===== src/hdl/backend_cfg_pkg.sv =====
`default_nettype none

package backend_cfg_pkg;

	// datapath width
	localparam int XLEN = 64;

	// architectural register file
	localparam int REG_NUM = 32;
	localparam int REG_AW  = $clog2(REG_NUM);

	// reorder buffer, depth must stay a power of two
	localparam int ROB_DEPTH = 8;
	localparam int ROB_AW    = $clog2(ROB_DEPTH);

endpackage

`default_nettype wire


===== src/hdl/micro_op_pkg.sv =====
`default_nettype none

package micro_op_pkg;

	import backend_cfg_pkg::*;

	// field widths
	localparam int UOP_IMM_W = 12;
	localparam int UOP_OP_W  = 4;

	// field positions, imm at the bottom and unit select on top
	localparam int UOP_IMM_LSB = 0;
	localparam int UOP_USE_IMM = UOP_IMM_LSB + UOP_IMM_W;
	localparam int UOP_RS2_LSB = UOP_USE_IMM + 1;
	localparam int UOP_RS1_LSB = UOP_RS2_LSB + REG_AW;
	localparam int UOP_RD_LSB  = UOP_RS1_LSB + REG_AW;
	localparam int UOP_OP_LSB  = UOP_RD_LSB + REG_AW;
	localparam int UOP_UNIT    = UOP_OP_LSB + UOP_OP_W;
	localparam int UOP_W       = UOP_UNIT + 1;

	// unit select values
	localparam logic UNIT_ADD = 1'b0;
	localparam logic UNIT_LC  = 1'b1;

	// logic/compare func codes
	localparam logic [2:0] LC_AND  = 3'd0;
	localparam logic [2:0] LC_OR   = 3'd1;
	localparam logic [2:0] LC_XOR  = 3'd2;
	localparam logic [2:0] LC_SLT  = 3'd3;
	localparam logic [2:0] LC_SLTU = 3'd4;

	// op field, read differently by each unit
	typedef union packed {
		struct packed {
			logic [1:0] rsvd;
			logic       is_word;
			logic       is_sub;
		} add;
		struct packed {
			logic       rsvd;
			logic [2:0] func;
		} lc;
	} op_u;

endpackage

`default_nettype wire


===== src/hdl/logcmp_unit.sv =====
`timescale 1ns/1ps
`default_nettype none

module logcmp_unit (
	input  wire                                 i_clk,
	input  wire                                 i_rst,
	input  wire                                 i_valid,
	input  wire micro_op_pkg::op_u              i_op,
	input  wire [backend_cfg_pkg::XLEN-1:0]     i_a,
	input  wire [backend_cfg_pkg::XLEN-1:0]     i_b,
	input  wire [backend_cfg_pkg::ROB_AW-1:0]   i_tag,
	output logic                                o_res_valid,
	output logic [backend_cfg_pkg::XLEN-1:0]    o_res,
	output logic [backend_cfg_pkg::ROB_AW-1:0]  o_res_tag
);

	import backend_cfg_pkg::*;
	import micro_op_pkg::*;

	logic [XLEN-1:0]   res;
	logic              s1_valid;
	logic [XLEN-1:0]   s1_res;
	logic [ROB_AW-1:0] s1_tag;

	always_comb begin
		case (i_op.lc.func)
			LC_AND:  res = i_a & i_b;
			LC_OR:   res = i_a | i_b;
			LC_XOR:  res = i_a ^ i_b;
			LC_SLT:  res = {{(XLEN-1){1'b0}}, $signed(i_a) < $signed(i_b)};
			LC_SLTU: res = {{(XLEN-1){1'b0}}, i_a < i_b};
			default: res = '0;
		endcase
	end

	always_ff @(posedge i_clk) begin
		if (i_rst) begin
			s1_valid    <= 1'b0;
			o_res_valid <= 1'b0;
		end else begin
			s1_valid    <= i_valid;
			o_res_valid <= s1_valid;
		end
	end

	// second stage only retimes, two ops may be in flight
	always_ff @(posedge i_clk) begin
		if (i_valid) begin
			s1_res <= res;
			s1_tag <= i_tag;
		end
		if (s1_valid) begin
			o_res     <= s1_res;
			o_res_tag <= s1_tag;
		end
	end

endmodule

`default_nettype wire


===== config.mk =====
export PLATFORM = sky130hd
export DESIGN_NAME = logcmp_unit
export DESIGN_NICKNAME = d
export VERILOG_FILES = /design/src/hdl/backend_cfg_pkg.sv /design/src/hdl/micro_op_pkg.sv /design/src/hdl/logcmp_unit.sv
export SDC_FILE = /design/constraint.sdc
export NUM_CORES = 1
export LEC_CHECK = 0
export ABC_AREA = 1
export ABC_CLOCK_PERIOD_IN_PS = 2540
export BUFFER_PORTS_ARGS = -buffer_cell sky130_fd_sc_hd__buf_4
export CORE_MARGIN = 5
export CORE_UTILIZATION = 55
export DETAILED_ROUTE_END_ITERATION = 6
export PLACE_DENSITY = 0.92
export SLEW_MARGIN = 10
export SYNTH_ARGS = -nofsm -noshare
export SYNTH_HDL_FRONTEND = slang
export SYNTH_SLANG_ARGS = --single-unit

===== constraint.sdc =====
create_clock -name i_clk -period 2.54 [get_ports i_clk]
set_clock_uncertainty 0.15 [all_clocks]
set_input_delay 0.381 -clock i_clk [delete_from_list [all_inputs] [get_ports i_clk]]
set_output_delay 0.381 -clock i_clk [all_outputs]
set_load 0.02 [all_outputs]

==> summary.txt <==
Outcome
  – Status: finished clean

Place
  – I/O Buffers: between 200 and 250
  – Dpl ws: 0.07372 ns
  – Cell Area, Placed: 10640 um2
  – Hpwl dp: 16150 um
  – Dpl cells: 1250
  – Placer Congestion: roughly 0.83

Power
  – Max VDD drop: 0.4905 mV
  – Power per cell area: 573.4 nW/um2
  – Psw: about 0.0017 W
  – Sequential Power Share: 0.425
  – Leak pwr: about 5.5 nW
  – P_int: 0.004814 W
  – Combinational share of power: 0.162
  – Clock Power Share: 0.414
  – Net Sw Frac: 0.2584

Drt
  – Initial DRC Count: 316
  – # DRC: 0
  – DR WL/cell: between 15 and 20 um
  – Via Count: between 6000 and 7000
  – Post-route ant nets: 0
  – Via/cell ratio: 5.165
  – Drt total wl: between 20000 and 25000 um
  – DRT Pass-1 Iters: 5

Clock tree
  – Resized cells post-CTS: 0
  – H-tree depth: 4
  – Max clock buf depth: 2
  – # clock sinks: between 100 and 150
  – Clk_lat worst skew: 0.41 ns
  – CTS Buf Count: 17
  – Root Buffer: clkbuf_16
  – CTS tree: built
  – Clk slew on worst S/H paths: 0.06 ns

Global routing
  – Pin count of the biggest net entering global routing: 47
  – Antenna violations before repair: 0
  – Vias in the first global route: just under 7000
  – All-layer global routing usage: 0.2380
  – Grt ovf: 0
  – Global-route wire length before repair: 34230 um

Floorplanning
  – Initial Util: 0.5586
  – Core area: 15830 um2
  – Die area: 18710 um2
  – Die outline height: 136.8 um
  – Num rows: 46
  – Die Width: 136.8 um
  – IO Pins: 206

Logic synthesis
  – Synth unique cells: 27
  – Synth Warn #: 0
  – Cell accounting for the most synthesized area: edfxtp_1
  – Syn Nets: 1166
  – Mapped Area: 8841 um2
  – Synth Instances: 836
  – Seq/Total Area, Yosys: 0.4597
  – Synth area leaders: edfxtp_1, ha_1, inv_1
  – Seq cells post-synth: 136
  – Area share of the largest cell type after synthesis: 0.4551
  – Syn_area_per_cell: 10.58 um2

Timing
  – Rel. slew slack: 0.5912
  – Hold WS: 0.2481 ns
  – Final Critical Period: 2.018 ns
  – Setup violators final: 0
  – Final Hold Viols: 0
  – Tcrit/Tclk final: 0.7945
  – Slew @ Worst Pin: 0.6131 ns
  – Final-report max-slew violation count: 0
  – Fin Setup TNS: 0 ns
  – RSZ-0062 raised after global routing: no
  – Max Clock Freq: 495.5 MHz
  – PnR worst setup slack: between 0.5 and 0.6 ns

Final layout
  – FF/Latch Area: 4068 um2
  – P&R area growth vs syn: 28.06%
  – Layout cells sized above 1: 0.2383
  – Final std cells w/o fill: around 1300
  – FILL cells: 1088
  – Fin area: 11320 um2
  – Nets: 1387
  – Multi-input logic area: 3996 um2
  – N_diodes: 0

Setup path
  – Crit path DAT: 2.03 ns
  – Critical path class: in2reg
  – Worst-path fanout max: 3
  – Startpoint types: input port
  – Critical path required time: between 2 and 3 ns
  – Endpoint class of the critical path: register
  – Setup slack, reg-to-reg: 1.05 ns

Run
  – Max Cap Viol: 0

Min path
  – Worst min path class: in2reg
==> per-stage QoR <==
stage | power [W] | utilization
after CTS | 0.006528 | 0.7153
after global placement | 0.003776 | 0.6723
final | 0.006492 | 0.7153
after detailed placement | 0.003839 | 0.6723
after global routing | 0.006767 | 0.7153
after floorplan | 0.003304 | -
==> power by group through the flow <==
| stage | combinational (W) | clock (W) | sequential, W |
|---|---|---|---|
| 2_1_floorplan | 0.000404 | 0 | 0.00290 |
| 3_3_place_gp | 0.000984 | 0 | 0.00279 |
| 3_5_place_dp | 0.00104 | 0 | 0.00280 |
| 4_1_cts | 0.00105 | 0.00272 | 0.00276 |
| 5_1_grt | 0.00116 | 0.00283 | 0.00277 |
| 6_report | 0.00105 | 0.00268 | 0.00276 |
==> critical path, cell delays in order <==
cell     delay, ns
buf_4         0.09
inv_1         0.04
ha_1          0.31
nor2_1        0.15
nor3b_1       0.38
and3_1        0.21
nand2_1       0.05
nand2_1       0.10
nand2_1       0.10
nand3_1       0.07
nand2_1       0.05
inv_1         0.06
nand2_1       0.05
==> Yosys cell counts <==
master	instances
inv_2	3
nand4_1	1
buf_6	6
clkbuf_1	6
ha_1	192
buf_2	6
o221ai_1	20
inv_1	173
and3_1	2
nor3_2	1
nand3_1	6
nor2_1	38
and2_1	1
a21o_1	1
edfxtp_1	134
nor4_1	2
a21oi_1	22
nor3b_1	3
o21ai_0	7
o211ai_1	43
nor3_4	2
nand2_1	150
nor3_1	3
a221oi_1	1
or2_1	1
o21bai_1	10
dfxtp_1	2
==> logic make-up (layout without fill, tap and decap cells) <==
family / count (synthesis) / in the layout / synth area share
and+or+nand+nor: 210 / 210 / 0.09723
DFF: 136 / 136 / 0.4597
adders and majority gates: 192 / 192 / 0.2717
AOI/OAI and AO/OA: 104 / 104 / 0.08307
buffers and inverters: 194 / 428 / 0.08831
==> state kept, by name, indices dropped and copies added, names as in the netlist <==
| signal | flops |
|---|---|
| o_res | 64 |
| s1_res | 64 |
| o_res_tag | 3 |
| s1_tag | 3 |
| o_res_valid | 1 |
| s1_valid | 1 |
==> layout make-up <==
| cell class | count | area share |
|---|---|---|
| well taps | 216 | 0.02387 |
| repair buffers | 220 | 0.1490 |
| inverters | 176 | 0.05835 |
| flip-flops and latches | 136 | 0.3593 |
| multi-input cells | 506 | 0.3530 |
| clock buffers | 17 | 0.03757 |
| clock inverters | 15 | 0.01901 |
==> routing by layer <==
metal  global-route usage  share of wire  up-vias  routed length (um)
met4              0.08259          0.023        0                 501
li1                     -              -     3200                   -
met1               0.2746           0.38     3139                8299
met2               0.4329           0.52      263               11360
met3              0.05478          0.079       40                1718
met5                    0              0        -                   0
==> cells in the final DEF, fill, tap and decap left out, types with 2 or more instances in the layout <==
cell	Yosys	final
buf_12	0	2
clkinv_4	0	2
a21oi_1	22	22
o221ai_1	20	20
nor2_1	38	38
o211ai_1	43	43
inv_2	3	3
inv_1	173	173
clkbuf_16	0	17
edfxtp_1	134	134
ha_1	192	192
nor3_1	3	3
nand3_1	6	6
dlygate4sd3_1	0	4
nor4_1	2	2
nor3_4	2	2
clkinvlp_4	0	3
buf_4	0	214
bufinv_16	0	4
o21ai_0	7	7
inv_6	0	5
and3_1	2	2
nor3b_1	3	3
o21bai_1	10	10
nand2_1	150	150
==> worst paths after layout <==
check	start	endpoint	cells after the start
max	i_a[23]	s1_res[0]	13
min reg2reg	s1_res[38]	o_res[38]	0
max reg2reg	s1_valid	o_res[10]	1
min	i_b[24]	s1_res[24]	4
==> timing repair <==
item / 4_1_cts / 5_1_grt
buffers inserted: 0 / 0
endpoints found under the hold margin: 5 / 0
endpoints found under the setup margin: 0 / 0
hold buffers: 4 / 0
Power figures use the tool's default switching activity.
