===== src/hdl/backend_cfg_pkg.sv =====
`default_nettype none

package backend_cfg_pkg;

	// datapath width
	localparam int XLEN = 64;

	// architectural register file
	localparam int REG_NUM = 32;
	localparam int REG_AW  = $clog2(REG_NUM);

	// reorder buffer, depth must stay a power of two
	localparam int ROB_DEPTH = 8;
	localparam int ROB_AW    = $clog2(ROB_DEPTH);

endpackage

`default_nettype wire


===== src/hdl/micro_op_pkg.sv =====
`default_nettype none

package micro_op_pkg;

	import backend_cfg_pkg::*;

	// field widths
	localparam int UOP_IMM_W = 12;
	localparam int UOP_OP_W  = 4;

	// field positions, imm at the bottom and unit select on top
	localparam int UOP_IMM_LSB = 0;
	localparam int UOP_USE_IMM = UOP_IMM_LSB + UOP_IMM_W;
	localparam int UOP_RS2_LSB = UOP_USE_IMM + 1;
	localparam int UOP_RS1_LSB = UOP_RS2_LSB + REG_AW;
	localparam int UOP_RD_LSB  = UOP_RS1_LSB + REG_AW;
	localparam int UOP_OP_LSB  = UOP_RD_LSB + REG_AW;
	localparam int UOP_UNIT    = UOP_OP_LSB + UOP_OP_W;
	localparam int UOP_W       = UOP_UNIT + 1;

	// unit select values
	localparam logic UNIT_ADD = 1'b0;
	localparam logic UNIT_LC  = 1'b1;

	// logic/compare func codes
	localparam logic [2:0] LC_AND  = 3'd0;
	localparam logic [2:0] LC_OR   = 3'd1;
	localparam logic [2:0] LC_XOR  = 3'd2;
	localparam logic [2:0] LC_SLT  = 3'd3;
	localparam logic [2:0] LC_SLTU = 3'd4;

	// op field, read differently by each unit
	typedef union packed {
		struct packed {
			logic [1:0] rsvd;
			logic       is_word;
			logic       is_sub;
		} add;
		struct packed {
			logic       rsvd;
			logic [2:0] func;
		} lc;
	} op_u;

endpackage

`default_nettype wire


===== src/hdl/adder_unit.sv =====
`timescale 1ns/1ps
`default_nettype none

module adder_unit (
	input  wire                                 i_clk,
	input  wire                                 i_rst,
	input  wire                                 i_valid,
	input  wire micro_op_pkg::op_u              i_op,
	input  wire [backend_cfg_pkg::XLEN-1:0]     i_a,
	input  wire [backend_cfg_pkg::XLEN-1:0]     i_b,
	input  wire [backend_cfg_pkg::ROB_AW-1:0]   i_tag,
	output logic                                o_res_valid,
	output logic [backend_cfg_pkg::XLEN-1:0]    o_res,
	output logic [backend_cfg_pkg::ROB_AW-1:0]  o_res_tag
);

	import backend_cfg_pkg::*;

	logic [XLEN-1:0] sum;
	logic [XLEN-1:0] res;

	assign sum = i_op.add.is_sub ? (i_a - i_b) : (i_a + i_b);

	// word ops keep the low half and sign-extend it
	assign res = i_op.add.is_word ? {{(XLEN-32){sum[31]}}, sum[31:0]} : sum;

	always_ff @(posedge i_clk) begin
		if (i_rst) begin
			o_res_valid <= 1'b0;
		end else begin
			o_res_valid <= i_valid;
		end
	end

	always_ff @(posedge i_clk) begin
		if (i_valid) begin
			o_res     <= res;
			o_res_tag <= i_tag;
		end
	end

endmodule

`default_nettype wire


===== config.mk =====
export PLATFORM = sky130hd
export DESIGN_NAME = adder_unit
export DESIGN_NICKNAME = d
export VERILOG_FILES = /design/src/hdl/backend_cfg_pkg.sv /design/src/hdl/micro_op_pkg.sv /design/src/hdl/adder_unit.sv
export SDC_FILE = /design/constraint.sdc
export NUM_CORES = 1
export LEC_CHECK = 0
export BUFFER_PORTS_ARGS = -buffer_cell sky130_fd_sc_hd__buf_4
export CAP_MARGIN = 5
export CORE_MARGIN = 2
export CORE_UTILIZATION = 45
export DETAILED_ROUTE_END_ITERATION = 8
export GPL_ROUTABILITY_DRIVEN = 1
export PLACE_DENSITY = 0.81
export SYNTH_ARGS = -nofsm -noshare
export SYNTH_HDL_FRONTEND = slang
export SYNTH_SLANG_ARGS = --single-unit

===== constraint.sdc =====
create_clock -name i_clk -period 8.83 [get_ports i_clk]
set_input_delay 0.883 -clock i_clk [delete_from_list [all_inputs] [get_ports i_clk]]
set_output_delay 0.883 -clock i_clk [all_outputs]
set_load 0.005 [all_outputs]

==> impl_metrics.ini, run 1 <==
[setup_path]
slowest_stage = nor3_1
worstSetupStartpointType = input pin
crit_path_max_incr_delay_ns = 0.56
worst-setup-path-type = input pin to flop
required_ns = 8.88
cp_max_fo = 9
crit_arrival_ns = 5.85
cp_top_family = simple AND/OR/NAND/NOR gates
path_buf_inv = 1
cp_cell_sequence = buf_4 -> nor3_1 -> nand3_1 -> nor2_1 -> nand2_1 -> nor3_1 -> and3_1 -> and3_1 -> nor2_1 -> xnor2_1 -> ha_1 -> a21oi_1 -> nand2b_1 -> a2111oi_0 -> a211oi_1 -> a31oi_1 -> xor2_1 -> o21ai_0
cp-end-kind = flop

[synth]
synth_top_cell_area_share = 0.270
async_flop_share = 0
synth_edf_count = 67
yosysMostFrequentCell = a21oi_1
synth_warnings = 0
seq_area_frac_synth = 0.273
synth_cells = 897
synth_ff_type = edfxtp_1
ys_types = 68
synthesis.area_um2 = 7440
synthTopCellsByArea = edfxtp_1 27%, ha_1 11%, xnor2_1 10%
synth_nets = 1100
synth_commonest_cells = 113 x a21oi_1, 89 x xnor2_1, 81 x nor2_1
synth_area_per_cell_um2 = 8.30
yosys.area.top_type = edfxtp_1
ys_ff_latch = 68

[floorplan]
die_height_um = 133
ioPinCount = 206
die_area_um2 = 17600
start_util = 0.455
dieWidth_um = 133
placementRows = 47
core_area_um2 = 16300

[outcome]
run_status = completed

[sta]
rsz0062_at_grt = false
setup_viol = 0
hold_viol = 0
tns_ns = 0
maxSlewHeadroom = 0.412
timing.fmax_mhz = 173
drv_slew = 0
tightest_slew_ns = 0.882
fin_crit_sh = 0.656
layout_min_cycle_time_ns = 5.79

[power]
p_clk_frac = 0.237
peakVddDrop_mv = 0.0908
leakagePower_uw = 0.00403
seqPwrFrac = 0.303
power.switching_uw = 538
swShare = 0.350
p_per_area_nw_per_um2 = 164
finalPower_uw = 1540
intPower_uw = 1000
comb_power_share = 0.461

[cts]
cts.path.max_buffers = 2
path_clk_slew_ns = 0.06
cts_hold_buf = 0
cts_buffers = 9
htreeDepth = 3
post_cts_buffers = 0
clockRootBuffer = clkbuf_16
cts_tree = done
cts_resized = 0
cts_sinks = 68

[placed_design]
place_inst = 1284
place_area_um2 = 9090
place_congestion = 0.909
hpwlAfterDp_um = 17600
port-buffer-count = 203

[global_route]
antenna_found_initial = 0
grt_start_max_net_pins = 69
grt_pass1_vias = 6954
grt_pass1_wl_um = 35000
grt.total_usage = 0.249
grt_overflow_total = 0

[route]
drtIter0Drc = 763
vias_per_cell = 5.76
firstDrtPassIters = 5
postRouteWirelength_um = 22100
final_antenna_net_count = 0
drt-wirelength-per-cell_um = 17.0
route.detailed.drc = 0
num_vias = 7486

[finish]
layout.area.seq_um2 = 2030
final_area_um2 = 9390
layout-drive-gt1-share = 0.218
layout.cells.non_filler = 1300
multi_input_area_um2 = 5130
num-fill-cells = 1517
antennaDiodeCount = 0
areaGrowthSynthToFinish_pct = 26.2
fin_nets = 1278

[min_path]
hold_class = input pin to flop

[run]
cap_viol_max_count = 0
-- stage by stage --
stage | utilization | setup slack [ns] | hold WS [ns]
3_5_place_dp | 0.556 | 2.74 | 1.04
2_1_floorplan | - | 3.76 | 0.955
4_1_cts | 0.574 | 3.11 | 0.674
5_1_grt | 0.574 | 2.71 | 0.683
3_3_place_gp | 0.556 | 2.90 | 1.04
6_report | 0.574 | 3.04 | 0.685
-- cell type report --
type | instances | area share
Multi-Input combinational cell | 757 | 0.546
Sequential cell | 68 | 0.216
Timing Repair Buffer | 203 | 0.162
Tap cell | 220 | 0.0293
Clock buffer | 12 | 0.0263
Inverter | 36 | 0.0144
Clock inverter | 4 | 0.00520
-- flip-flops by register name (all words and copies together), names as in the netlist --
register     cells
o_res           64
o_res_tag        3
o_res_valid      1
-- final timing paths --
path | startpoint | to | cells past startpoint
worst max-delay path | i_b[5] | o_res[56] | 18
worst min-delay path | i_rst | o_res_valid | 2
-- layout by cell type (no fill, tap or decap), drive strengths merged, types with 13 or more instances in the layout --
| cell | instances |
|---|---|
| buf | 203 |
| a21oi | 113 |
| xnor2 | 90 |
| nor2 | 81 |
| edfxtp | 67 |
| o21ai | 67 |
| ha | 64 |
| nand2 | 49 |
| a21o | 41 |
| inv | 36 |
| xor2 | 29 |
| nor3 | 26 |
| nand3 | 22 |
| nand4 | 15 |
| and3 | 15 |
| o21bai | 13 |
-- cells by family (layout without fill, tap and decap cells) --
logic type,count (synthesis),after routing,synth area share
compound gates,306,306,0.254
simple gates,266,266,0.182
xor+xnor,119,119,0.141
buf+inv,72,255,0.0380
flops,68,68,0.273
fa+ha+maj,65,65,0.110
mux,1,1,0.00135
-- power groups by stage --
stage               Combinational, uW  Clock [uW]  Sequential, uW
floorplan                         419           0             480
global placement                  689           0             471
detailed placement                697           0             472
CTS                               701         372             466
global route                      777         382             472
finish                            709         364             466
-- metal layers --
| metal | wire length [um] | global-route usage | up-vias | share of wire |
|---|---|---|---|---|
| met2 | 10400 | 0.416 | 306 | 0.47 |
| met3 | 1520 | 0.0471 | 45 | 0.069 |
| met5 | 0 | 0 | - | 0 |
| met1 | 9620 | 0.325 | 3472 | 0.43 |
| li1 | - | - | 3663 | - |
| met4 | 569 | 0.0824 | 0 | 0.026 |
Power figures use the tool's default switching activity.
==> inputs of run 2 (changes only) <==
- ABC_AREA: not set -> 1
- clock period: 8.83 -> 4.89 ns (I/O delays scaled with it)
==> run 2 against run 1 <==
  * Clock power is 79% higher
  * Worst hold slack got worse by 0.39 ns
  * Synthesized cell count rose by 110%
  * Global-route usage up 4.8 points
  * Flip-flop and latch count did not move
  * Design area increased by 33%
  * Non-clock buffer count is 2 higher
==> impl_metrics.ini, run 2 <==
[cts]
htreeDepth = 3
cts_buffers = 9
clockRootBuffer = clkbuf_16
cts_sinks = 68
post_cts_buffers = 0
cts_hold_buf = 0
cts.path.max_buffers = 2
cts_tree = done
path_clk_slew_ns = 0.06
cts_resized = 0

[synth]
synthTopCellsByArea = nand2_1 27%, edfxtp_1 19%, inv_1 15%
synth_area_per_cell_um2 = 5.54
synth_top_cell_area_share = 0.267
ys_ff_latch = 68
synth_edf_count = 67
synth_commonest_cells = 736 x nand2_1, 403 x inv_1, 214 x nor2_1
ys_types = 35
seq_area_frac_synth = 0.197
async_flop_share = 0
yosys.area.top_type = nand2_1
yosysMostFrequentCell = nand2_1
synth_cells = 1867
synth_warnings = 0
synth_ff_type = edfxtp_1
synth_nets = 2070
synthesis.area_um2 = 10300

[finish]
areaGrowthSynthToFinish_pct = 20.4
final_area_um2 = 12400
postLayoutCoreUtil = 0.551
antennaDiodeCount = 0
layout-drive-gt1-share = 0.123
final_cell_mix = 736 x nand2_1, 403 x inv_1, 214 x nor2_1
fin_nets = 2272
layout.area.seq_um2 = 2030
top_register = o_res
final_common_cell = nand2_1
num-fill-cells = 2357
reg_top3 = o_res (64), o_res_tag (3), o_res_valid (1)
largest_reg_flops = 64
multi_input_area_um2 = 6720

[setup_path]
worstSetupEndpoint = o_res[50]
required_ns = 4.98
slowest_stage = nor4_1
cp_cell_sequence = buf_4 -> nor4_1 -> nand3_1 -> nor3_1 -> xor2_1 -> nand2_1 -> o21ai_0 -> ha_1 -> nand2_1 -> nor2_1 -> inv_1 -> nor2_1 -> nand2_1 -> nor2_1 -> nand2_1 -> nand2_1 -> nand2_1 -> nand3_1 -> nand2_1
cpMostUsedCell = nand2_1
startpoint = i_b[38]
crit_path_max_incr_delay_ns = 0.67
cp-end-kind = flop
cp_max_fo = 5
worstSetupStartpointType = input pin
crit_arrival_ns = 3.95
worst-setup-path-type = input pin to flop

[floorplan]
dieWidth_um = 156
die_height_um = 156
ioPinCount = 206
start_util = 0.458
core_area_um2 = 22600
die_area_um2 = 24200
placementRows = 55

[global_route]
grt_pass1_wl_um = 55400
grt_overflow_total = 0
grt_start_max_net_pins = 69
grt.total_usage = 0.296
antenna_found_initial = 0
grt_pass1_vias = 11100

[route]
vias_per_cell = 5.04
drtIter0Drc = 839
final_antenna_net_count = 0
postRouteWirelength_um = 36100
route.detailed.drc = 0
firstDrtPassIters = 6
drt-wirelength-per-cell_um = 15.3
num_vias = 11900

[sta]
setup_ws_ns = 1.03
tns_ns = 0
layout_min_cycle_time_ns = 3.86
drv_slew = 0
fin_crit_sh = 0.789
maxSlewHeadroom = 0.238
tightest_slew_ns = 1.14
setup_viol = 0
hold_viol = 0
rsz0062_at_grt = false
timing.fmax_mhz = 259

[outcome]
run_status = completed

[power]
p_per_area_nw_per_um2 = 242
finalPower_uw = 3020
leakagePower_uw = 0.00723
peakVddDrop_mv = 0.184

[run]
cap_viol_max_count = 0

[placed_design]
place_area_um2 = 12200
pre_cts_ws_ns = 0.799
port-buffer-count = 203
hpwlAfterDp_um = 31400
place_congestion = 1.01

[min_path]
hold_class = input pin to flop
[run 2: cell types whose count changed after synthesis, sizes merged, moves of 40 or more]
| cell | delta |
|---|---|
| a21o | -40 |
| xor2 | +43 |
| inv | +367 |
| nor2 | +141 |
| a21oi | -53 |
| nand3 | +69 |
| nand2 | +705 |
| xnor2 | -74 |
[run 2: critical path: cells and delay by family]
kind / cells / cell delay [ns]
and+or+nand+nor: 14 / 2.50
adders and majority gates: 1 / 0.43
buffers and inverters: 2 / 0.21
AOI/OAI and AO/OA: 1 / 0.20
xor gates and xnor gates: 1 / 0.11
[run 2: cells by family after synthesis]
kind of cell               after synthesis  synth area share
adders and majority gates               65            0.0794
DFF                                     68             0.197
buffers and inverters                  417             0.154
xor gates and xnor gates                88            0.0764
AOI/OAI and AO/OA                      111            0.0577
and+or+nand+nor                       1118             0.436
[run 2: layout make-up]
class	instances	share of cell area
clock buffers	9	0.0181
clock inverters	7	0.00543
inverters	403	0.122
multi-input cells	1382	0.539
flip-flops and latches	68	0.163
well taps	285	0.0286
repair buffers	205	0.124
[run 2: report_power, final]
part | switching [uW] | total [uW] | internal, uW | leakage [uW]
Combinational | 956 | 1530 | 576 | 0.00642
Clock | 259 | 650 | 391 | 0.000139
Sequential | 33.1 | 833 | 800 | 0.000663
[run 2: worst min path at each step]
stage | cells after the start | to | from | slack (ns)
CTS | 2 | o_res_valid | i_rst | 0.28
floorplan | 1 | o_res_valid | i_rst | 0.56
global placement | 2 | o_res_valid | i_rst | 0.64
detailed placement | 2 | o_res_valid | i_rst | 0.65
global route | 2 | o_res_valid | i_rst | 0.29
finish | 2 | o_res_valid | i_rst | 0.29
[run 2: routing by layer]
metal / GRT usage / part of all wire / vias up
met4: 0.103 / 0.033 / 0
li1: - / - / 6039
met2: 0.485 / 0.44 / 526
met3: 0.0328 / 0.096 / 57
met5: 0 / 0 / -
met1: 0.407 / 0.43 / 5258
[run 2: metrics by stage]
| stage | hold slack [ns] | std cells |
|---|---|---|
| global placement | 0.644 | 2343 |
| global route | 0.294 | 2359 |
| detailed placement | 0.651 | 2343 |
| floorplan | 0.560 | 1867 |
| finish | 0.290 | 2359 |
| CTS | 0.283 | 2359 |
