[config.mk]
export PLATFORM = sky130hd
export DESIGN_NAME = dispatch
export DESIGN_NICKNAME = d
export VERILOG_FILES = /design/src/hdl/backend_cfg_pkg.sv /design/src/hdl/micro_op_pkg.sv /design/src/hdl/dispatch.sv
export SDC_FILE = /design/constraint.sdc
export NUM_CORES = 1
export LEC_CHECK = 0
export BUFFER_PORTS_ARGS = -buffer_cell sky130_fd_sc_hd__buf_2
export CAP_MARGIN = 25
export CORE_AREA = 4 4 191 193
export CTS_BUF_LIST = sky130_fd_sc_hd__clkbuf_4 sky130_fd_sc_hd__clkbuf_8 sky130_fd_sc_hd__clkbuf_16
export DETAILED_ROUTE_END_ITERATION = 10
export DIE_AREA = 0 0 195 197
export GPL_TIMING_DRIVEN = 0
export MAX_ROUTING_LAYER = met4
export PLACE_DENSITY = 0.54
export SLEW_MARGIN = 10
export SYNTH_ARGS = -nofsm -noshare
export SYNTH_HDL_FRONTEND = slang
export SYNTH_SLANG_ARGS = --single-unit
[constraint.sdc]
create_clock -name i_clk -period 25.4 [get_ports i_clk]
set_input_delay 5.08 -clock i_clk [delete_from_list [all_inputs] [get_ports i_clk]]
set_output_delay 5.08 -clock i_clk [all_outputs]
set_load 0.01 [all_outputs]
[src/hdl/backend_cfg_pkg.sv]
`default_nettype none

package backend_cfg_pkg;

	// datapath width
	localparam int XLEN = 64;

	// architectural register file
	localparam int REG_NUM = 32;
	localparam int REG_AW  = $clog2(REG_NUM);

	// reorder buffer, depth must stay a power of two
	localparam int ROB_DEPTH = 8;
	localparam int ROB_AW    = $clog2(ROB_DEPTH);

endpackage

`default_nettype wire

[src/hdl/micro_op_pkg.sv]
`default_nettype none

package micro_op_pkg;

	import backend_cfg_pkg::*;

	// field widths
	localparam int UOP_IMM_W = 12;
	localparam int UOP_OP_W  = 4;

	// field positions, imm at the bottom and unit select on top
	localparam int UOP_IMM_LSB = 0;
	localparam int UOP_USE_IMM = UOP_IMM_LSB + UOP_IMM_W;
	localparam int UOP_RS2_LSB = UOP_USE_IMM + 1;
	localparam int UOP_RS1_LSB = UOP_RS2_LSB + REG_AW;
	localparam int UOP_RD_LSB  = UOP_RS1_LSB + REG_AW;
	localparam int UOP_OP_LSB  = UOP_RD_LSB + REG_AW;
	localparam int UOP_UNIT    = UOP_OP_LSB + UOP_OP_W;
	localparam int UOP_W       = UOP_UNIT + 1;

	// unit select values
	localparam logic UNIT_ADD = 1'b0;
	localparam logic UNIT_LC  = 1'b1;

	// logic/compare func codes
	localparam logic [2:0] LC_AND  = 3'd0;
	localparam logic [2:0] LC_OR   = 3'd1;
	localparam logic [2:0] LC_XOR  = 3'd2;
	localparam logic [2:0] LC_SLT  = 3'd3;
	localparam logic [2:0] LC_SLTU = 3'd4;

	// op field, read differently by each unit
	typedef union packed {
		struct packed {
			logic [1:0] rsvd;
			logic       is_word;
			logic       is_sub;
		} add;
		struct packed {
			logic       rsvd;
			logic [2:0] func;
		} lc;
	} op_u;

endpackage

`default_nettype wire

[src/hdl/dispatch.sv]
`timescale 1ns/1ps
`default_nettype none

module dispatch (
	input  wire                                 i_clk,
	input  wire                                 i_rst,
	input  wire [micro_op_pkg::UOP_W-1:0]       i_uop,
	input  wire                                 i_instr_empty,
	input  wire [backend_cfg_pkg::REG_NUM-1:0]  i_pending,
	input  wire [backend_cfg_pkg::XLEN-1:0]     i_rs1_data,
	input  wire [backend_cfg_pkg::XLEN-1:0]     i_rs2_data,
	input  wire                                 i_rob_full,
	input  wire [backend_cfg_pkg::ROB_AW-1:0]   i_rob_tag,
	output logic                                o_instr_pop,
	output logic [backend_cfg_pkg::REG_AW-1:0]  o_rs1_addr,
	output logic [backend_cfg_pkg::REG_AW-1:0]  o_rs2_addr,
	output logic                                o_alloc_valid,
	output logic [backend_cfg_pkg::REG_AW-1:0]  o_alloc_rd,
	output logic                                o_rob_alloc,
	output logic [backend_cfg_pkg::REG_AW-1:0]  o_rob_rd,
	output logic                                o_add_valid,
	output micro_op_pkg::op_u                   o_add_op,
	output logic [backend_cfg_pkg::XLEN-1:0]    o_add_a,
	output logic [backend_cfg_pkg::XLEN-1:0]    o_add_b,
	output logic [backend_cfg_pkg::ROB_AW-1:0]  o_add_tag,
	output logic                                o_lc_valid,
	output micro_op_pkg::op_u                   o_lc_op,
	output logic [backend_cfg_pkg::XLEN-1:0]    o_lc_a,
	output logic [backend_cfg_pkg::XLEN-1:0]    o_lc_b,
	output logic [backend_cfg_pkg::ROB_AW-1:0]  o_lc_tag
);

	import backend_cfg_pkg::*;
	import micro_op_pkg::*;

	logic                 unit_sel;
	op_u                  op;
	logic [REG_AW-1:0]    rd;
	logic [REG_AW-1:0]    rs1;
	logic [REG_AW-1:0]    rs2;
	logic                 use_imm;
	logic [UOP_IMM_W-1:0] imm;
	logic [XLEN-1:0]      opnd_b;
	logic                 rs1_busy;
	logic                 rs2_busy;
	logic                 rd_busy;
	logic                 to_add;
	logic                 to_lc;

	assign unit_sel = i_uop[UOP_UNIT];
	assign op       = i_uop[UOP_OP_LSB +: UOP_OP_W];
	assign rd       = i_uop[UOP_RD_LSB +: REG_AW];
	assign rs1      = i_uop[UOP_RS1_LSB +: REG_AW];
	assign rs2      = i_uop[UOP_RS2_LSB +: REG_AW];
	assign use_imm  = i_uop[UOP_USE_IMM];
	assign imm      = i_uop[UOP_IMM_LSB +: UOP_IMM_W];

	assign o_rs1_addr = rs1;
	assign o_rs2_addr = rs2;

	// x0 never has its pending bit set, so rs checks need no x0 guard
	assign rs1_busy = i_pending[rs1];
	assign rs2_busy = !use_imm && i_pending[rs2];
	assign rd_busy  = (rd != '0) && i_pending[rd];

	assign o_instr_pop = !i_instr_empty && !i_rob_full && !rs1_busy && !rs2_busy && !rd_busy;

	assign o_alloc_valid = o_instr_pop;
	assign o_alloc_rd    = rd;
	assign o_rob_alloc   = o_instr_pop;
	assign o_rob_rd      = rd;

	assign opnd_b = use_imm ? {{(XLEN-UOP_IMM_W){imm[UOP_IMM_W-1]}}, imm} : i_rs2_data;

	assign to_add = o_instr_pop && (unit_sel == UNIT_ADD);
	assign to_lc  = o_instr_pop && (unit_sel == UNIT_LC);

	always_ff @(posedge i_clk) begin
		if (i_rst) begin
			o_add_valid <= 1'b0;
			o_lc_valid  <= 1'b0;
		end else begin
			o_add_valid <= to_add;
			o_lc_valid  <= to_lc;
		end
	end

	always_ff @(posedge i_clk) begin
		if (to_add) begin
			o_add_op  <= op;
			o_add_a   <= i_rs1_data;
			o_add_b   <= opnd_b;
			o_add_tag <= i_rob_tag;
		end
		if (to_lc) begin
			o_lc_op  <= op;
			o_lc_a   <= i_rs1_data;
			o_lc_b   <= opnd_b;
			o_lc_tag <= i_rob_tag;
		end
	end

endmodule

`default_nettype wire

==> summary.md, run 1 <==
| Metric | Value |
|---|---|
| Status | `finished clean` |
| Hold_ws | `4700 ps` |
| Arrival @ worst endpoint | `7160 ps` |
| Core Area | `0.0345 sq mm` |
| Clock buffer count from CTS | `28` |
| Detailed Place HPWL | `25000 um` |
| Yosys top cell area share | `0.821` |
| Routed WL per cell | `20.1 um` |
| CTS clk-pin slew, worst paths | `60 ps` |
| Die Span Y | `197 um` |
| Min Tclk post-route | `12240 ps` |
| Worst setup SP type | `primary input` |
| CP dominant cell by count | `buf_2` |
| Non-Filler Instances | `1537` |
| WS Path Type | `primary input to output port` |
| Overflow after GRT | `0` |
| Initial Util | `0.286` |
| Cells after Synth | `501` |
| Final setup violation count | `0` |
| CTS Buffer Depth | `3` |
| Max FO, Critical Path | `10` |
| Pin count of the biggest net entering global routing | `16` |
| Vias/cell | `4.30` |
| Post-synthesis net count | `701` |
| Worst path slowest cell | `nor3_1` |
| Total wire length | `30900 um` |
| Row count | `68` |
| Syn_area_per_cell | `19.7 sq um` |
| Port Buf Inserts | `485` |
| WP data required | `20320 ps` |
| Full die area | `0.0384 sq mm` |
| Drt first pass iters | `4` |
| Cell Chain, Critical Path | `buf_2 -> buf_6 -> mux2_4 -> a221o_2 -> a21oi_1 -> o2111ai_2 -> nor3_1 -> buf_4 -> buf_2` |
| Vias in the first global route | `6956` |
| Maximum VDD drop | `51.8 uV` |
| Cell area power density | `69.6 mW/mm^2` |
| Number of antenna-violating nets in the routed design | `0` |
| Die width | `195 um` |
| Post-Place Worst Slack | `13150 ps` |
| First-pass GRT wire length | `44300 um` |
| Area Overhead vs Synth | `42.7%` |
| CTS Hold Bufs | `0` |
| Yosys cell types | `32` |
| Worst Tran Pin Value | `1040 ps` |
| Max-cap violations | `0` |
| Initial antenna violation count | `2` |
| Post_cts resized | `0` |
| CTS H-Tree Depth | `1` |
| Seq/Total Area, Yosys | `0.825` |
| Clock tree root buffer cell | `clkbuf_16` |
| Max frequency | `81.7 MHz` |
| I/O Pins | `495` |
| Drt first-iter violations | `268` |
| Synth area leaders | `edfxtp_1, mux4_2, o21ai_0` |
| Seq cells post-synth | `272` |
| CP max stage delay | `390 ps` |
| Clock Sinks | `272` |
| Max Slew Vio Count | `0` |
| CP endpoint kind | `output port` |
| Setup bufs post-CTS | `0` |
| CTS tree | `yes` |
| Post-synth top area cell | `edfxtp_1` |
| Commonest non-fill, non-tap cell in the layout | `buf_2` |
| Final Net Count | `1261` |
| Most frequent cells in the layout | `buf_2, edfxtp_1, buf_4` |
| Dpl cells | `1486` |
| Tot GR Track Use | `0.156` |
| Setup TNS | `0 ps` |
| Worst relative slew slack | `0.302` |
| Worst Hold Class | `primary input to flop` |
| Final Hold Vio Count | `0` |
| Lkg Pwr | `5.88 nW` |
| RSZ-0062 raised after global routing | `false` |
| Synth warnings | `0` |
| Final period util | `0.482` |
| Post-Syn Area | `0.00988 sq mm` |
| Via count | `6604` |
| Final Util | `0.408` |
| DRC viols | `0` |
| GPL Wtd Cong | `0.831` |
| Layout cells sized above 1 | `0.593` |
| Fin worst setup slack | `13160 ps` |
-- where the power goes --
part	internal, mW	total, mW	switching, mW
clock	0.221	0.389	0.168
combinational	0.0364	0.0804	0.0440
sequential	0.510	0.513	0.00289
total	0.768	0.982	0.215
-- cells in the mapped netlist (all sizes together) --
cell type and n:
mux2i 16, nand3 3, edfxtp 270, a21o 1, a21oi 1, and2b 1
nor2 3, a31oi 2, o2111ai 2, nand2 2, nor4b 2, a221o 2
nand2b 2, nand3b 1, dfxtp 2, mux2 15, inv 54, buf 29
nor4 2, nor2b 2, nor3 1, clkbuf 14, mux4 20, o211ai 1
o21ai 53
-- through the flow --
| step | instance area [sq um] | power (mW) |
|---|---|---|
| final | 14100 | 0.982 |
| after global routing | 14100 | 1.02 |
| after CTS | 14100 | 0.996 |
| after detailed placement | 13200 | 0.604 |
| after global placement | 12900 | 0.606 |
| after floorplan | 9880 | 0.562 |
-- cells by family (layout without fill, tap and decap cells) --
kind of cell / count (synthesis) / after routing / share of synthesized area
flops: 272 / 272 / 0.825
buf+inv: 97 / 677 / 0.0472
compound gates: 62 / 62 / 0.0353
mux: 51 / 51 / 0.0812
simple gates: 19 / 19 / 0.0116
other cells: 0 / 1 / 0
-- per-layer routing --
metal  part of all wire  wire length (um)  global-route usage
met3              0.092              2830              0.0432
met1               0.36             11200               0.174
met4              0.030               926              0.0533
met5                  0                 0                   -
met2               0.52             16000               0.272
-- worst max-delay path, delay by kind of cell --
kind | cells | cell delay [ps]
mux | 1 | 300
buf+inv | 4 | 590
simple gates | 1 | 390
compound gates | 3 | 780
-- layout make-up --
class | count | area [sq um]
clock inverter | 15 | 128
buffer | 43 | 264
sequential | 272 | 8150
tap | 455 | 569
fill | 3285 | 20400
inverter | 54 | 203
multi-input combinational | 132 | 1280
antenna | 1 | 2.50
timing repair buffer | 530 | 2760
clock buffer | 35 | 753
-- worst paths after layout --
| check | start | endpoint | cells past startpoint |
|---|---|---|---|
| min | i_rs1_data[16] | o_add_a[16]$_DFFE_PP_ | 1 |
| max | i_uop[24] | o_instr_pop | 9 |
-- state kept, by name (all words and copies together) (netlist names) --
name         cells
o_lc_tag         3
o_add_a         64
o_lc_b          64
o_lc_op          4
o_lc_valid       1
o_add_tag        3
o_add_valid      1
o_lc_a          64
o_add_op         4
o_add_b         64
Note: power is estimated with default switching activity, not from simulation.
==> run 2: changes to the inputs <==
- PLACE_DENSITY: 0.54 -> 0.56
- clock period: 25.4 -> 10.2 ns (I/O delays scaled with it)
==> run 2 against run 1 <==
Core utilization rose by 0.19 points. Worst setup slack worse by 9200 ps. Global-route usage fell by 0.22 points. First-iteration DRC count decreased by 12%. Sequential share of layout area down 0.27 points. Routed wire length decreased by 0.38%. Combinational power increased to 2.5 times the previous value. Final area is 0.46% higher.
==> summary.md, run 2 (same netlist as run 1, synthesis figures left out) <==
| Metric | Value |
|---|---|
| Status | `finished clean` |
| CTS clk-pin slew, worst paths | `60 ps (about the same)` |
| Drt first pass iters | `5 (+1)` |
| Setup bufs post-CTS | `0 (unchanged)` |
| Worst path slowest cell | `nor3_1` |
| Lkg Pwr | `5.84 nW (-0.81%)` |
| Commonest non-fill, non-tap cell in the layout | `buf_2` |
| Tot GR Track Use | `0.154 (-0.00218)` |
| DRC viols | `0 (unchanged)` |
| Dpl cells | `1467 (-1.3%)` |
| Setup TNS | `0 ps (unchanged)` |
| Vias in the first global route | `6861 (-1.4%)` |
| Worst relative slew slack | `0.471 (+0.169)` |
| Vias/cell | `4.30 (+0.11%)` |
| Final period util | `0.613` |
| Via count | `6551 (-0.80%)` |
| Max FO, Critical Path | `10 (unchanged)` |
| Area Overhead vs Synth | `43.4%` |
| CP endpoint kind | `output port` |
| Core Area | `0.0345 sq mm (unchanged)` |
| Full die area | `0.0384 sq mm (unchanged)` |
| Initial Util | `0.286 (unchanged)` |
| Row count | `68 (unchanged)` |
| Max-cap violations | `0 (unchanged)` |
| CTS Hold Bufs | `0 (unchanged)` |
| CP dominant cell by count | `buf_2` |
| Port Buf Inserts | `485 (unchanged)` |
| Detailed Place HPWL | `24700 um (-1.5%)` |
| RSZ-0062 raised after global routing | `false` |
| WS Path Type | `primary input to output port` |
| Non-Filler Instances | `1523 (-0.91%)` |
| Min Tclk post-route | `6260 ps` |
| Cell area power density | `177 mW/mm^2 (+150%)` |
| GPL Wtd Cong | `0.808 (-2.8%)` |
| I/O Pins | `495 (unchanged)` |
| Worst Hold Class | `primary input to flop` |
| Max frequency | `160 MHz` |
| Drt first-iter violations | `237 (-12%)` |
| CTS tree | `yes` |
| Routed WL per cell | `20.2 um (+0.54%)` |
| Initial antenna violation count | `4 (+2)` |
| Overflow after GRT | `0 (unchanged)` |
| Clock Sinks | `272 (unchanged)` |
| WP data required | `8160 ps (-12160 ps)` |
| Clock buffer count from CTS | `29 (+3.6%)` |
| Clock tree root buffer cell | `clkbuf_16` |
| Final Hold Vio Count | `0 (unchanged)` |
| Maximum VDD drop | `124 uV (+140%)` |
| Hold Path Cell Cnt | `1 (unchanged)` |
| CTS H-Tree Depth | `1 (unchanged)` |
| Cell Chain, Critical Path | `buf_2 -> buf_6 -> mux2_4 -> a221o_2 -> a21oi_1 -> o2111ai_2 -> nor3_1 -> buf_4 -> buf_2` |
| Worst Tran Pin Value | `794 ps (-251 ps)` |
| Crit path max-delay family | `compound AO/OA/AOI/OAI gates` |
| Die width | `195 um (unchanged)` |
| Arrival @ worst endpoint | `4220 ps (-2940 ps)` |
| Most frequent cells in the layout | `buf_2, edfxtp_1, inv_1` |
| Die Span Y | `197 um (unchanged)` |
| Final Net Count | `1243 (-1.4%)` |
| Final setup violation count | `0 (unchanged)` |
| Max Slew Vio Count | `0 (unchanged)` |
| Worst setup SP type | `primary input` |
| CP max stage delay | `430 ps (+40 ps)` |
| Post_cts resized | `0 (unchanged)` |
| Crit path depth | `9 (unchanged)` |
| WP buf/inv | `4 (unchanged)` |
| First-pass GRT wire length | `43400 um (-1.9%)` |
| Number of antenna-violating nets in the routed design | `0 (unchanged)` |
| CTS Buffer Depth | `3 (unchanged)` |
| Pin count of the biggest net entering global routing | `16 (unchanged)` |
| Layout cells sized above 1 | `0.584 (-0.00932)` |
| Total wire length | `30800 um (-0.38%)` |
[run 2: path summary, 6_finish.rpt]
path,start,endpoint,slack (ps)
hold / removal,i_rs1_data[5],o_lc_a[5]$_DFFE_PP_,1670
setup / recovery,i_uop[24],o_instr_pop,3940
[run 2: report_power, final]
group | leakage (nW) | internal [mW] | switching, mW
clock network | 0.472 | 0.606 | 0.426
registers | 2.42 | 1.27 | 0.00707
logic | 2.94 | 0.0907 | 0.111
total | 5.84 | 1.97 | 0.544
[run 2: area by class of cell]
| type | instances | area [sq um] |
|---|---|---|
| Timing Repair Buffer | 511 | 2740 |
| Sequential cell | 272 | 8150 |
| Tap cell | 455 | 569 |
| Fill cell | 3254 | 20400 |
| Antenna cell | 4 | 10.0 |
| Buffer | 43 | 264 |
| Inverter | 54 | 203 |
| Multi-Input combinational cell | 132 | 1300 |
| Clock inverter | 20 | 191 |
| Clock buffer | 32 | 748 |
[run 2: layer usage]
| layer | up-vias | routed length [um] | GRT usage |
|---|---|---|---|
| met5 | - | 0 | - |
| met3 | 51 | 2540 | 0.0424 |
| met4 | 0 | 908 | 0.0512 |
| met2 | 349 | 16100 | 0.275 |
| li1 | 2990 | - | - |
| met1 | 3161 | 11300 | 0.166 |
[run 2: metrics by stage]
| stage | instance area (sq um) | worst slack (ps) | hold slack, ps | util | total power, mW |
|---|---|---|---|---|---|
| detailed placement | 13200 | 3920 | 2230 | 0.383 | 1.51 |
| global route | 14200 | 3830 | 1630 | 0.410 | 2.61 |
| CTS | 14200 | 3910 | 1630 | 0.410 | 2.55 |
| floorplan | 9890 | -1090 | 2140 | - | 1.39 |
| finish | 14200 | 3940 | 1670 | 0.410 | 2.51 |
| global placement | 12900 | -6130 | 2230 | 0.373 | 1.50 |
==> run 3: changes to the inputs <==
- clock period: 10.2 -> 5.45 ns (I/O delays scaled with it)
==> run 3 against run 2 <==
Clock power increased by 85%. Via count decreased by 0.21%. Die area unchanged. Core utilization increased by 0.25 points. Worst hold slack got worse by 930 ps. Routed wire length decreased by 0.53%. Count of clock-buffer cells in the layout increased by 2. Final cell count about the same. Combinational power increased by 95%. Non-clock buffer count unchanged. Critical path type unchanged. Critical endpoint unchanged. Largest power group unchanged.
==> summary.md, run 3 (same netlist as run 1, synthesis figures left out) <==
| Metric | Value |
|---|---|
| Pin count of the biggest net entering global routing | `15 (-1)` |
| P_int | `3.68 mW (+87%)` |
| Tot GR Track Use | `0.154 (about the same)` |
| Max Slew Vio Count | `0 (unchanged)` |
| Vias in the first global route | `6851 (-0.15%)` |
| WS Path Type | `primary input to output port` |
| Detailed Place HPWL | `24600 um (-0.38%)` |
| Final Net Count | `1242 (-0.080%)` |
| DRC viols | `0 (unchanged)` |
| Clock share of power | `0.407 (-0.004)` |
| Number of antenna-violating nets in the routed design | `0 (unchanged)` |
| Max frequency | `223 MHz` |
| Worst relative slew slack | `0.373 (-0.0979)` |
| Comb pwr share | `0.083 (+0.003)` |
| CP endpoint kind | `output port` |
| Max FO, Critical Path | `8 (-2)` |
| CTS Buffer Depth | `3 (unchanged)` |
| Area Overhead vs Synth | `44.3%` |
| Arrival @ worst endpoint | `3400 ps (-820 ps)` |
| Port Buf Inserts | `485 (unchanged)` |
| Layout cells sized above 1 | `0.594 (+0.0103)` |
| Maximum VDD drop | `212 uV (+70%)` |
| Final Hold Vio Count | `0 (unchanged)` |
| Setup bufs post-CTS | `0 (unchanged)` |
| Via count | `6537 (-0.21%)` |
| Reg power frac | `0.509 (about the same)` |
| Lkg Pwr | `5.85 nW (+0.30%)` |
| Sw frac | `0.216 (-0.000579)` |
| Vias/cell | `4.30 (-0.15%)` |
| Final setup violation count | `0 (unchanged)` |
| Most frequent cells in the layout | `buf_2, edfxtp_1, inv_1` |
| Worst Hold Class | `primary input to flop` |
| Row count | `68 (unchanged)` |
| WP data required | `4360 ps (-3800 ps)` |
| Cell Chain, Critical Path | `clkbuf_1 -> mux4_2 -> mux2i_1 -> mux2i_1 -> mux2_4 -> nor3_1 -> buf_4 -> buf_2` |
| Clock tree root buffer cell | `clkbuf_16` |
| GPL Wtd Cong | `0.814 (+0.77%)` |
| RSZ-0062 raised after global routing | `false` |
| Worst Tran Pin Value | `934 ps (+140 ps)` |
| Status | `finished clean` |
| Hold wc startpoint | `i_rs1_data[34]` |
| CP dominant cell by count | `mux2i_1` |
| Commonest non-fill, non-tap cell in the layout | `buf_2` |
| Min Tclk post-route | `4490 ps` |
| Setup TNS | `0 ps (unchanged)` |
| WHS Endpoint | `o_add_a[34]$_DFFE_PP_` |
| Max-cap violations | `0 (unchanged)` |
| Die width | `195 um (unchanged)` |
| Clock Sinks | `272 (unchanged)` |
| Crit path max-delay family | `multiplexers` |
| Full die area | `0.0384 sq mm (unchanged)` |
| Total wire length | `30700 um (-0.53%)` |
| P_sw | `1.01 mW (+86%)` |
| CTS tree | `yes` |
| Cell area power density | `329 mW/mm^2 (+86%)` |
| Routed WL per cell | `20.1 um (-0.47%)` |
| Drt first-iter violations | `347 (+46%)` |
| I/O Pins | `495 (unchanged)` |
| Tot Pwr | `4.69 mW (+87%)` |
| Drt first pass iters | `4 (-1)` |
| Post-Place Worst Slack | `580 ps (-3340 ps)` |
| Worst setup SP type | `primary input` |
| WP buf/inv | `3 (-1)` |
| Fin worst setup slack | `963 ps (-2980 ps)` |
| CTS clk-pin slew, worst paths | `60 ps (about the same)` |
| Initial Util | `0.286 (unchanged)` |
| CTS H-Tree Depth | `1 (unchanged)` |
| Initial antenna violation count | `3 (-1)` |
| Die Span Y | `197 um (unchanged)` |
| Clock buffer count from CTS | `28 (-3.4%)` |
| First-pass GRT wire length | `43400 um (about the same)` |
| CTS Hold Bufs | `0 (unchanged)` |
| Worst path slowest cell | `nor3_1` |
| Final period util | `0.823` |
| Core Area | `0.0345 sq mm (unchanged)` |
| Overflow after GRT | `0 (unchanged)` |
| Hold Path Cell Cnt | `1 (unchanged)` |
| Post_cts resized | `0 (unchanged)` |
| CP max stage delay | `510 ps (+80 ps)` |
| Hold_ws | `733 ps (-933 ps)` |
==> run 3: cell type report <==
class,count,area [sq um]
Buffer,43,297
Timing Repair Buffer,511,2760
Tap cell,455,569
Clock inverter,18,184
Multi-Input combinational cell,132,1340
Inverter,54,203
Fill cell,3237,20300
Clock buffer,34,746
Sequential cell,272,8150
Antenna cell,3,7.51
==> run 3: worst max path at each step <==
stage               from                   end  slack [ps]  depth (start not counted)
6_report       i_uop[20]           o_instr_pop         960                          8
5_1_grt        i_uop[20]           o_instr_pop         880                          8
4_1_cts        i_uop[20]           o_instr_pop         990                          8
3_5_place_dp   i_uop[20]  o_lc_a[32]$_DFFE_PP_         580                         13
3_3_place_gp   i_uop[20]  o_lc_a[48]$_DFFE_PP_       -4690                          6
2_1_floorplan  i_uop[23]   o_lc_a[0]$_DFFE_PP_       -1600                          6
==> run 3: per-layer routing <==
layer  global-route usage  wire length (um)  vias to the layer above
met5                    -                 0                        -
met4               0.0551              1030                        0
met3               0.0400              2420                       51
met2                0.279             16300                      355
met1                0.163             10900                     3140
li1                     -                 -                     2991
==> run 3: per-stage QoR <==
| step | instance area [sq um] | util | std cells |
|---|---|---|---|
| floorplan | 9990 | - | 501 |
| global placement | 13000 | 0.376 | 1441 |
| detailed placement | 13300 | 0.386 | 1467 |
| CTS | 14200 | 0.412 | 1519 |
| global route | 14300 | 0.413 | 1521 |
| finish | 14300 | 0.413 | 1522 |
==> run 3: power groups by stage <==
| stage | Clock, mW | Combinational [mW] | Sequential [mW] |
|---|---|---|---|
| CTS | 1.97 | 0.399 | 2.39 |
| detailed placement | 0 | 0.397 | 2.43 |
| finish | 1.91 | 0.391 | 2.39 |
| global placement | 0 | 0.379 | 2.44 |
| global route | 2.06 | 0.424 | 2.39 |
| floorplan | 0 | 0.144 | 2.47 |
